===== config.mk =====
export PLATFORM = sky130hd
export DESIGN_NAME = ahbl_fabric_top
export DESIGN_NICKNAME = d
export VERILOG_FILES = /design/src/design/ahbl_pkg.sv /design/src/design/bitmap_mux.sv /design/src/design/ahbl_splitter.sv /design/src/design/ahbl_sram_slave.sv /design/src/design/ahbl_fabric_top.sv
export VERILOG_INCLUDE_DIRS = /design/src /design/src/include
export SDC_FILE = /design/constraint.sdc
export NUM_CORES = 2
export LEC_CHECK = 0
export BUFFER_PORTS_ARGS = -buffer_cell sky130_fd_sc_hd__buf_4
export CAP_MARGIN = 0
export CORE_MARGIN = 1
export CORE_UTILIZATION = 61
export CTS_BUF_LIST = sky130_fd_sc_hd__clkbuf_4
export CTS_CLUSTER_DIAMETER = 40
export DETAILED_ROUTE_END_ITERATION = 10
export PLACE_DENSITY_LB_ADDON = 0.1
export SLEW_MARGIN = 20
export SYNTH_ARGS = -nofsm -noshare
export SYNTH_HDL_FRONTEND = slang
export SYNTH_HIERARCHICAL = 1
export SYNTH_SLANG_ARGS = --single-unit
export TNS_END_PERCENT = 30

===== constraint.sdc =====
create_clock -name clk -period 5.6 [get_ports clk]
set_clock_uncertainty 0.15 [all_clocks]
set_input_delay 1.12 -clock clk [delete_from_list [all_inputs] [get_ports clk]]
set_output_delay 1.12 -clock clk [all_outputs]
set_load 0.02 [all_outputs]

===== src/include/ahbl_params.svh =====
/*
 * AHB-lite fabric configuration macros
 * Port count, bus widths, address map and decode masks, SRAM size, wait states
 */

`ifndef AHBL_PARAMS_SVH
`define AHBL_PARAMS_SVH

// Two slave windows behind the splitter
`define AHBL_N_PORTS    2
`define AHBL_W_ADDR     32
`define AHBL_W_DATA     32

// Port 0 in the low word, port 1 in the high word
`define AHBL_ADDR_MAP   64'h30000000_20000000
`define AHBL_ADDR_MASK  64'hf0000000_f0000000

// Per-slave SRAM size and data-phase wait states
`define AHBL_SRAM_BYTES 256
`define AHBL_WAIT_S0    0
`define AHBL_WAIT_S1    2

`endif


===== src/design/ahbl_pkg.sv =====
/*
 * AHB-lite shared types
 * HTRANS, HSIZE and HRESP encodings, address-phase request and data-phase response structs
 */

`include "ahbl_params.svh"

package ahbl_pkg;

	typedef enum logic [1:0] {
		IDLE   = 2'b00,
		BUSY   = 2'b01,
		NONSEQ = 2'b10,
		SEQ    = 2'b11
	} htrans_e;

	// Only up to bus width on a 32-bit fabric
	typedef enum logic [2:0] {
		BYTE = 3'b000,
		HALF = 3'b001,
		WORD = 3'b010
	} hsize_e;

	typedef enum logic {
		OKAY  = 1'b0,
		ERROR = 1'b1
	} hresp_e;

	// Everything the master presents in the address phase
	typedef struct packed {
		logic [`AHBL_W_ADDR-1:0] haddr;
		logic                    hwrite;
		htrans_e                 htrans;
		hsize_e                  hsize;
		logic [2:0]              hburst;
		logic [3:0]              hprot;
		logic                    hmastlock;
	} ahbl_req_t;

	// Slave result for one data phase
	typedef struct packed {
		hresp_e                  hresp;
		logic [`AHBL_W_DATA-1:0] hrdata;
	} ahbl_dresp_t;

endpackage


===== src/design/bitmap_mux.sv =====
/*
 * One-hot OR multiplexer
 * Payload type is a parameter, result is zero when no select bit is set
 */

module bitmap_mux #(
	parameter int  N_INPUTS  = 2,
	parameter type payload_t = logic
) (
	input  payload_t            in [N_INPUTS],
	input  logic [N_INPUTS-1:0] sel,
	output payload_t            out
);

	// OR of all selected inputs
	// Select is expected one-hot or empty, so no priority is needed
	always_comb begin
		out = '0;
		for (int i = 0; i < N_INPUTS; i++) begin
			if (sel[i]) begin
				out = payload_t'(out | in[i]);
			end
		end
	end

endmodule


===== src/design/ahbl_splitter.sv =====
/*
 * AHB-lite 1:N splitter
 * Address decode by mask and match, per-port HTRANS gating,
 * data-phase select register and one-hot response return
 */

`include "ahbl_params.svh"

module ahbl_splitter #(
	parameter int                                N_PORTS   = `AHBL_N_PORTS,
	parameter logic [N_PORTS*`AHBL_W_ADDR-1:0] ADDR_MAP  = `AHBL_ADDR_MAP,
	parameter logic [N_PORTS*`AHBL_W_ADDR-1:0] ADDR_MASK = `AHBL_ADDR_MASK
) (
	input  logic                    clk,
	input  logic                    rst_n,

	// Master side
	input  logic                    hready,
	output logic                    hready_resp,
	input  ahbl_pkg::ahbl_req_t     req,
	input  logic [`AHBL_W_DATA-1:0] hwdata,
	output ahbl_pkg::ahbl_dresp_t   dresp,

	// Slave side
	output ahbl_pkg::ahbl_req_t     s_req [N_PORTS],
	output logic [N_PORTS-1:0]      s_hready,
	output logic [`AHBL_W_DATA-1:0] s_hwdata [N_PORTS],
	input  logic [N_PORTS-1:0]      s_hready_resp,
	input  ahbl_pkg::ahbl_dresp_t   s_dresp [N_PORTS]
);

	localparam int W_ADDR = `AHBL_W_ADDR;

	logic [N_PORTS-1:0] sel_aph;
	logic [N_PORTS-1:0] sel_dph;
	logic [N_PORTS-1:0] rdy_sel;
	logic               rdy_in [N_PORTS];
	logic               rdy_mux;

	// Decode and request fan-out
	// Windows must not overlap, so at most one bit of sel_aph is set
	always_comb begin
		for (int i = 0; i < N_PORTS; i++) begin
			sel_aph[i] = ~|((req.haddr ^ ADDR_MAP[i*W_ADDR +: W_ADDR])
				& ADDR_MASK[i*W_ADDR +: W_ADDR]);
			s_req[i] = req;
			// Unselected ports only ever see IDLE
			if (!sel_aph[i]) begin
				s_req[i].htrans = ahbl_pkg::IDLE;
			end
		end
	end

	// Data-phase signals go to every port
	assign s_hready = {N_PORTS{hready}};

	always_comb begin
		for (int i = 0; i < N_PORTS; i++) begin
			s_hwdata[i] = hwdata;
			rdy_in[i]   = s_hready_resp[i];
		end
	end

	// Owner of the current data phase
	always_ff @(posedge clk or negedge rst_n) begin
		if (!rst_n) begin
			sel_dph <= '0;
		end else if (hready) begin
			sel_dph <= sel_aph;
		end
	end

	// Read data and response from the data-phase owner only
	bitmap_mux #(
		.N_INPUTS  (N_PORTS),
		.payload_t (ahbl_pkg::ahbl_dresp_t)
	) u_dresp_mux (
		.in  (s_dresp),
		.sel (sel_dph),
		.out (dresp)
	);

	// Ready follows the data-phase owner, else the port being addressed
	assign rdy_sel = (|sel_dph) ? sel_dph : sel_aph;

	bitmap_mux #(
		.N_INPUTS  (N_PORTS),
		.payload_t (logic)
	) u_ready_mux (
		.in  (rdy_in),
		.sel (rdy_sel),
		.out (rdy_mux)
	);

	// Nothing owned and nothing addressed, bus stays ready
	assign hready_resp = (|rdy_sel) ? rdy_mux : 1'b1;

endmodule


===== src/design/ahbl_sram_slave.sv =====
/*
 * AHB-lite SRAM slave
 * Little-endian byte lanes, N_WAIT data-phase wait states,
 * two-cycle ERROR on unaligned transfers
 */

`include "ahbl_params.svh"

module ahbl_sram_slave #(
	parameter int N_WAIT      = 0,
	parameter int DEPTH_BYTES = `AHBL_SRAM_BYTES
) (
	input  logic                    clk,
	input  logic                    rst_n,
	input  ahbl_pkg::ahbl_req_t     req,
	input  logic                    hready,
	input  logic [`AHBL_W_DATA-1:0] hwdata,
	output logic                    hready_resp,
	output ahbl_pkg::ahbl_dresp_t   dresp
);

	localparam int N_WORDS = DEPTH_BYTES / 4;
	localparam int W_IDX   = $clog2(N_WORDS);
	localparam int W_CNT   = (N_WAIT > 0) ? $clog2(N_WAIT + 1) : 1;

	logic [`AHBL_W_DATA-1:0] mem [N_WORDS];

	logic             aph_valid;
	logic             aph_bad;
	logic             dph_active;
	logic             dph_err;
	logic             err_second;
	logic [W_CNT-1:0] wait_cnt;
	logic             dph_write;
	ahbl_pkg::hsize_e dph_size;
	logic [W_IDX+1:0] dph_addr;
	logic [3:0]       lanes;
	logic             mem_we;

	// Accepted transfer this edge
	assign aph_valid = hready &&
		(req.htrans == ahbl_pkg::NONSEQ || req.htrans == ahbl_pkg::SEQ);

	// Alignment check, sizes above WORD are illegal on this bus
	always_comb begin
		case (req.hsize)
			ahbl_pkg::BYTE: aph_bad = 1'b0;
			ahbl_pkg::HALF: aph_bad = req.haddr[0];
			ahbl_pkg::WORD: aph_bad = |req.haddr[1:0];
			default:        aph_bad = 1'b1;
		endcase
	end

	// Data-phase control
	always_ff @(posedge clk or negedge rst_n) begin
		if (!rst_n) begin
			dph_active <= 1'b0;
			dph_err    <= 1'b0;
			err_second <= 1'b0;
			wait_cnt   <= '0;
		end else if (hready) begin
			dph_active <= aph_valid;
			dph_err    <= aph_valid && aph_bad;
			err_second <= 1'b0;
			wait_cnt   <= W_CNT'(N_WAIT);
		end else if (dph_active) begin
			// Error runs its own two cycles, no wait states
			if (dph_err) begin
				err_second <= 1'b1;
			end else if (wait_cnt != '0) begin
				wait_cnt <= wait_cnt - 1'b1;
			end
		end
	end

	// Address-phase capture
	always_ff @(posedge clk) begin
		if (aph_valid) begin
			dph_write <= req.hwrite;
			dph_size  <= req.hsize;
			dph_addr  <= req.haddr[W_IDX+1:0];
		end
	end

	// Byte lanes of the data-phase transfer
	always_comb begin
		case (dph_size)
			ahbl_pkg::BYTE: lanes = 4'b0001 << dph_addr[1:0];
			ahbl_pkg::HALF: lanes = 4'b0011 << {dph_addr[1], 1'b0};
			default:        lanes = 4'b1111;
		endcase
	end

	// Write lands on the edge that ends the data phase
	assign mem_we = hready && dph_active && dph_write && !dph_err;

	always_ff @(posedge clk) begin
		if (mem_we) begin
			for (int b = 0; b < 4; b++) begin
				if (lanes[b]) begin
					mem[dph_addr[W_IDX+1:2]][8*b +: 8] <= hwdata[8*b +: 8];
				end
			end
		end
	end

	// Ready low while waiting, or in the first ERROR cycle
	assign hready_resp = !dph_active ? 1'b1 :
		dph_err ? err_second : (wait_cnt == '0);

	assign dresp.hresp  = (dph_active && dph_err) ? ahbl_pkg::ERROR : ahbl_pkg::OKAY;
	// Whole word, master picks its lanes
	assign dresp.hrdata = (dph_active && !dph_write && !dph_err) ?
		mem[dph_addr[W_IDX+1:2]] : '0;

endmodule


===== src/design/ahbl_fabric_top.sv =====
/*
 * AHB-lite fabric top level
 * Splitter at the top of the fabric driving a fast and a slow SRAM slave
 */

`include "ahbl_params.svh"

module ahbl_fabric_top (
	input  logic                    clk,
	input  logic                    rst_n,
	input  ahbl_pkg::ahbl_req_t     req,
	input  logic [`AHBL_W_DATA-1:0] hwdata,
	output logic                    hready,
	output ahbl_pkg::ahbl_dresp_t   dresp
);

	ahbl_pkg::ahbl_req_t     s_req [`AHBL_N_PORTS];
	logic [`AHBL_N_PORTS-1:0] s_hready;
	logic [`AHBL_W_DATA-1:0] s_hwdata [`AHBL_N_PORTS];
	logic [`AHBL_N_PORTS-1:0] s_hready_resp;
	ahbl_pkg::ahbl_dresp_t   s_dresp [`AHBL_N_PORTS];

	// No master above the splitter, so ready response loops back as hready
	ahbl_splitter u_splitter (
		.clk           (clk),
		.rst_n         (rst_n),
		.hready        (hready),
		.hready_resp   (hready),
		.req           (req),
		.hwdata        (hwdata),
		.dresp         (dresp),
		.s_req         (s_req),
		.s_hready      (s_hready),
		.s_hwdata      (s_hwdata),
		.s_hready_resp (s_hready_resp),
		.s_dresp       (s_dresp)
	);

	// Window 0, zero wait states
	ahbl_sram_slave #(
		.N_WAIT      (`AHBL_WAIT_S0),
		.DEPTH_BYTES (`AHBL_SRAM_BYTES)
	) u_sram0 (
		.clk         (clk),
		.rst_n       (rst_n),
		.req         (s_req[0]),
		.hready      (s_hready[0]),
		.hwdata      (s_hwdata[0]),
		.hready_resp (s_hready_resp[0]),
		.dresp       (s_dresp[0])
	);

	// Window 1, slow slave
	ahbl_sram_slave #(
		.N_WAIT      (`AHBL_WAIT_S1),
		.DEPTH_BYTES (`AHBL_SRAM_BYTES)
	) u_sram1 (
		.clk         (clk),
		.rst_n       (rst_n),
		.req         (s_req[1]),
		.hready      (s_hready[1]),
		.hwdata      (s_hwdata[1]),
		.hready_resp (s_hready_resp[1]),
		.dresp       (s_dresp[1])
	);

endmodule


# Word level (Yosys, flattened, before mapping)
# Memories as Yosys holds them, arrays and structs flattened. A register that Yosys moved wholly into a read port is not among the register bits.
# Index checks and enable logic that the tools add are counted.
# W data, S select, Z words.
[word_totals]
regBits = 35
latchBits = 0
ramBits = 4096
romBits = 0
in_bits = 80
out_inout_bits = 34
wordCells = 140
n_memories = 2
[op_classes]
add_sub_neg = 2
n_mul = 0
n_div = 0
n_lt_le_gt_ge = 0
n_eq_ne = 10
shifts = 4
mux = 59
n_bitwise = 5
reduce_logical = 43
[mem_list]
columns = ["memory", "depth", "width", "rd", "rd_ports_with_merged_regs", "write_ports", "line", "rtl"]
rows = [
  ["u_sram0.mem", 64, 32, 1, 1, 1, "ahbl_sram_slave.sv:26", "logic [`AHBL_W_DATA-1:0] mem [N_WORDS];"],
  ["u_sram1.mem", 64, 32, 1, 1, 1, "ahbl_sram_slave.sv:26", ""],
]
[ops]
columns = ["op", "n"]
rows = [
  ["$mux W33", 2],
  ["$mux W32", 2],
  ["$mux W1", 43],
  ["$or A33 B33 Y33", 1],
  ["$logic_and A1 B1 Y1", 16],
  ["$pmux W4 S2", 2],
  ["$mux W2", 7],
  ["$mux W6", 2],
  ["$reduce_bool A2 Y1", 6],
  ["$eq A3 B1 Y1 const B", 3],
  ["$logic_not A3 Y1", 3],
  ["$eq A2 B2 Y1 const B", 4],
  ["$reduce_or A4 Y1", 2],
  ["$shl A1 B2 Y4 const A", 2],
  ["$shl A2 B2 Y4 const A", 2],
  ["$logic_not A1 Y1", 6],
  ["$reduce_and A2 Y1", 3],
  ["$reduce_or A2 Y1", 3],
  ["$eq A3 B2 Y1 const B", 1],
  ["$pmux W1 S3", 1],
  ["$reduce_and A3 Y1", 1],
  ["$logic_not A2 Y1", 1],
  ["$logic_or A1 B1 Y1", 2],
  ["$ne A2 B1 Y1 const B", 1],
  ["6 further kinds", 7],
]

# Longest topological paths before layout
[depth]
word_depth = 13
depth_mapped = 12
ltp_nobuf = 10

# By module
# The synthesis kept the hierarchy.
[modules_own_cells]
columns = ["module", "instances", "cells_each", "area_per_inst_um2", "seq_area_each_um2"]
rows = [
  ["ahbl_sram_slave (u_sram1)", 1, 3665, 80425.9, 62104.6],
  ["ahbl_sram_slave (u_sram0)", 1, 3648, 80308.3, 62054.5],
  ["ahbl_splitter", 1, 172, 1320.0, 50.0],
  ["bitmap_mux (u_splitter.u_dresp_mux)", 1, 41, 372.9, 0.0],
  ["bitmap_mux (u_splitter.u_ready_mux)", 1, 1, 8.8, 0.0],
]

# Worst setup path before layout
# OpenSTA, ideal clock, no wires.
[synth_path]
path_kind = "input -> register"
start = "input port req[45] (netlist name)"
end = "memory u_sram0/mem[10][0] (netlist name), enable pin"
setup_time_ps = 370
t_arrival_ps = 3434
required_ps = 5080
path_slack_ps = 1645
stages = 10
path_buffers = 2
path_cell_list = "nor4b_1 -> a21o_1 -> a22o_1 -> a31o_1 -> buf_4 -> nand2_1 -> nor3_1 -> nand2_1 -> clkbuf_1 -> nor2_1"
[synth_between]
elab_chain_len = 12
elab_cells_between_ends = 15
cone_classes = "6 x mux; 1 x bitwise; 8 x reduce/logical"
[synth_rtl]
columns = ["element", "line", "rtl"]
rows = [
  ["start, declared", "ahbl_fabric_top.sv:11", "input ahbl_pkg::ahbl_req_t req,"],
  ["$reduce_or A4 Y1 *", "ahbl_splitter.sv:44", "sel_aph[i] = ~|((req.haddr ^ ADDR_MAP[i*W_ADDR +: W_ADDR])"],
  ["$logic_not A1 Y1 *", "ahbl_splitter.sv:44", ""],
  ["$mux W2 *", "ahbl_splitter.sv:84", "assign rdy_sel = (|sel_dph) ? sel_dph : sel_aph;"],
  ["named net u_splitter.rdy_sel[0]", "ahbl_splitter.sv:36", "logic [N_PORTS-1:0] rdy_sel;"],
  ["$mux W1 *", "bitmap_mux.sv:20", "if (sel[i]) begin"],
  ["$or A1 B1 Y1", "bitmap_mux.sv:21", "out = payload_t'(out | in[i]);"],
  ["$mux W1 *", "bitmap_mux.sv:20", ""],
  ["named net u_splitter.rdy_mux", "ahbl_splitter.sv:38", "logic rdy_mux;"],
  ["$mux W1 *", "ahbl_splitter.sv:96", "assign hready_resp = (|rdy_sel) ? rdy_mux : 1'b1;"],
  ["named net hready", "ahbl_fabric_top.sv:13", "output logic hready,"],
  ["$logic_and A1 B1 Y1 * (3 in a row)", "ahbl_sram_slave.sv:95", "assign mem_we = hready && dph_active && dph_write && !dph_err;"],
  ["$mux W1 *", "ahbl_sram_slave.sv:98", "if (mem_we) begin"],
  ["$mux W1 (not written as such) *", "ahbl_sram_slave.sv:101", "mem[dph_addr[W_IDX+1:2]][8*b +: 8] <= hwdata[8*b +: 8];"],
  ["end, declared", "ahbl_sram_slave.sv:26", ""],
]
# The timed path passes the listed nets; every way through them passes the cells marked *.

==> flow_summary_export.csv <==
group,metric,value,unit
placed_design,io_buffers,84,
detailed_routing,wl_per_cell,33.6,um
global_route,grt_max_degree,129,
clock_network,clockBufferDepth,5,
worst_setup_path,endpoint,"dresp[19]",
synthesis,syn_area,162000,sq um
worst_setup_path,start_kind,"flop",
power,power_density,324,nW/um^2
sta,hold_viol,0,
placed_design,dpl.hpwl,275000,um
power,power,60.5,mW
sta,worst_pin_slew,1.13,ns
detailed_routing,drc,0,
sta,period_minus_slack,5.99,ns
floorplanning,rows,188,
power,leakage,60.9,nW
clock_network,h-tree-depth,7,
synthesis,syn_nets,7540,
floorplanning,dieArea,268000,sq um
detailed_routing,drt-initial-drc-count,10400,
detailed_routing,routed-via-count,85900,
clock_network,clk_latency,1.63,ns
finish,syn_to_final_growth,15.4,%
worst_setup_path,r2r-end,"u_sram1/mem[39][6]",
finish,layout_common_cells,"4120 x edfxtp_1, 1555 x clkbuf_4, 1139 x mux4_2",
detailed_routing,firstDrtPassIters,8,
sta,relSlewSlack,24.9,%
finish,final_area,187000,sq um
floorplanning,io_pins,114,
synthesis,synthCells,7459,
worst_setup_path,reg2reg_depth,10,
power,peakVddDrop,253,uV
worst_setup_path,worstReg2RegStart,"u_splitter/sel_dph[0]",
status,violations,"negative setup slack",
floorplanning,die_h,517,um
detailed_routing,wl,442000,um
sta,finalWorstSetupSlack,-0.395,ns
clock_network,cts_tree,"yes",
placed_design,placed_area,169000,sq um
synthesis,yosysWarnings,6,
detailed_routing,via_per_inst,6.54,
synthesis,syn_area_per_cell,21.7,sq um
sta,drv_slew,0,
detailed_routing,drtAntennaViolNets,0,
worst_setup_path,critPathMaxStageDelay,0.51,ns
worst_setup_path,setup.worst_path.class,"flop to primary output",
worst_setup_path,worstPathRequired,4.33,ns
floorplanning,fp.coreArea,263000,sq um
global_route,grt_pass1_wl,623000,um
worst_setup_path,crit_path_end_kind,"primary output",
global_route,grt_overflow_total,0,
clock_network,cts_sinks,4142,
finish,drive_above_1_share,40.1,%
sta,period_share,107,%
global_route,gr-usage-all-layers,34.0,%
status,status,"complete, but fails checks",
finish,final_core_util,71.0,%
floorplanning,initial_core_util,61.5,%
clock_network,clk_transition_reported_paths,0.06,ns
worst_setup_path,worstPathMaxFanout,9,
worst_setup_path,reg2reg_slack,1.36,ns
sta,holdWs,0.163,ns
global_route,antenna_found_initial,20,
worst_setup_path,crit_chain,"buf_12, buf_16, buf_12, buf_8, mux4_2, mux4_2, a22oi_2, nand2_2, a22o_4, buf_6",
finish,layout_commonest_cell,"edfxtp_1",
clock_network,cts_root_buf,"clkbuf_4",
sta,maxClockFrequency,167,MHz
global_route,grt_pass1_vias,87000,
clock_network,cts_inserted_buffers,1110,
floorplanning,fp.dieW,517,um
sta,rsz0062_at_grt,"true",
worst_setup_path,slowest_stage,"mux4_2",
job,cap_viol_max_count,0,
sta,setup_viol,32,
worst_hold_path,worstHoldPathType,"input pin to flop",
placed_design,place_congestion,0.910,
finish,finalNetCount,9024,
worst_setup_path,cp.arrival,4.72,ns
placed_design,dp_slack,0.680,ns
critical path: cells and delay by family (launching register included):
family / cells / cell delay (ns)
multiplexers: 2 / 0.99
buffers and inverters: 5 / 0.78
AO/OA/AOI/OAI: 2 / 0.74
flip-flops: 1 / 0.37
AND/OR/NAND/NOR: 1 / 0.17
routing by layer:
layer,global-route usage [%],up-vias,wire length (um)
li1,-,34600,-
met1,43.4,44800,155000
met2,53.2,5300,216000
met3,7.52,1104,40300
met4,22.6,4,30300
met5,0.649,-,125
flip-flops by register name, summed over array words and instances, names as in the netlist, named ones only:
name / flops
u_sram0/err_second: 1
u_sram0/dph_addr: 8
u_sram1/err_second: 1
u_sram1/dph_addr: 8
u_sram1/dph_active: 1
u_sram0/dph_err: 1
u_sram1/mem: 2048
u_sram1/wait_cnt: 2
u_sram0/dph_active: 1
u_sram1/dph_size: 3
u_splitter/sel_dph: 2
u_sram1/dph_err: 1
u_sram0/dph_write: 1
u_sram1/dph_write: 1
u_sram0/mem: 2048
u_sram0/dph_size: 3
where the power goes:
part / internal (mW) / total (mW) / switching, mW
sequential: 34.1 / 34.1 / 0.0173
combinational: 0.553 / 1.61 / 1.05
clock: 13.2 / 24.8 / 11.6
total: 47.8 / 60.5 / 12.7
worst min path at each step:
stage               cells past startpoint                from             endpoint  slack [ns]
global route                            2             req[10]  u_sram1/dph_size[2]        0.06
detailed placement                      2  u_sram0/err_second   u_sram0/err_second        0.34
finish                                  2             req[10]  u_sram1/dph_size[2]        0.16
floorplan                               2  u_sram0/err_second   u_sram0/err_second        0.31
CTS                                     2             req[10]  u_sram1/dph_size[2]        0.01
global placement                        1  u_sram1/err_second   u_sram1/err_second        0.32
layout make-up:
cell class / count / area, sq um
fillers: 16100 / 76300
inverters: 15 / 62.6
clock inverters: 196 / 1080
repair buffers: 886 / 9310
flip-flops and latches: 4142 / 124000
diodes: 31 / 77.6
clock buffers: 1555 / 11700
well taps: 3515 / 4400
multi-input cells: 2788 / 36100
metrics by stage:
stage	TNS (ns)	instances
after floorplan	0	7459
after global placement	0	11100
after detailed placement	0	11100
after CTS	-12.49	13100
after global routing	-12.14	13100
final	-8.80	13100
repair_timing:
action                                 4_1_cts  5_1_grt
endpoints found under the hold margin     1847      179
hold buffers                                48        3
resized for setup                          379       72
pin swaps                                   73       27
setup endpoints to repair                   32       32
cloned                                      30        5
setup buffers                              115       23
(Power assumes the default switching activity.)
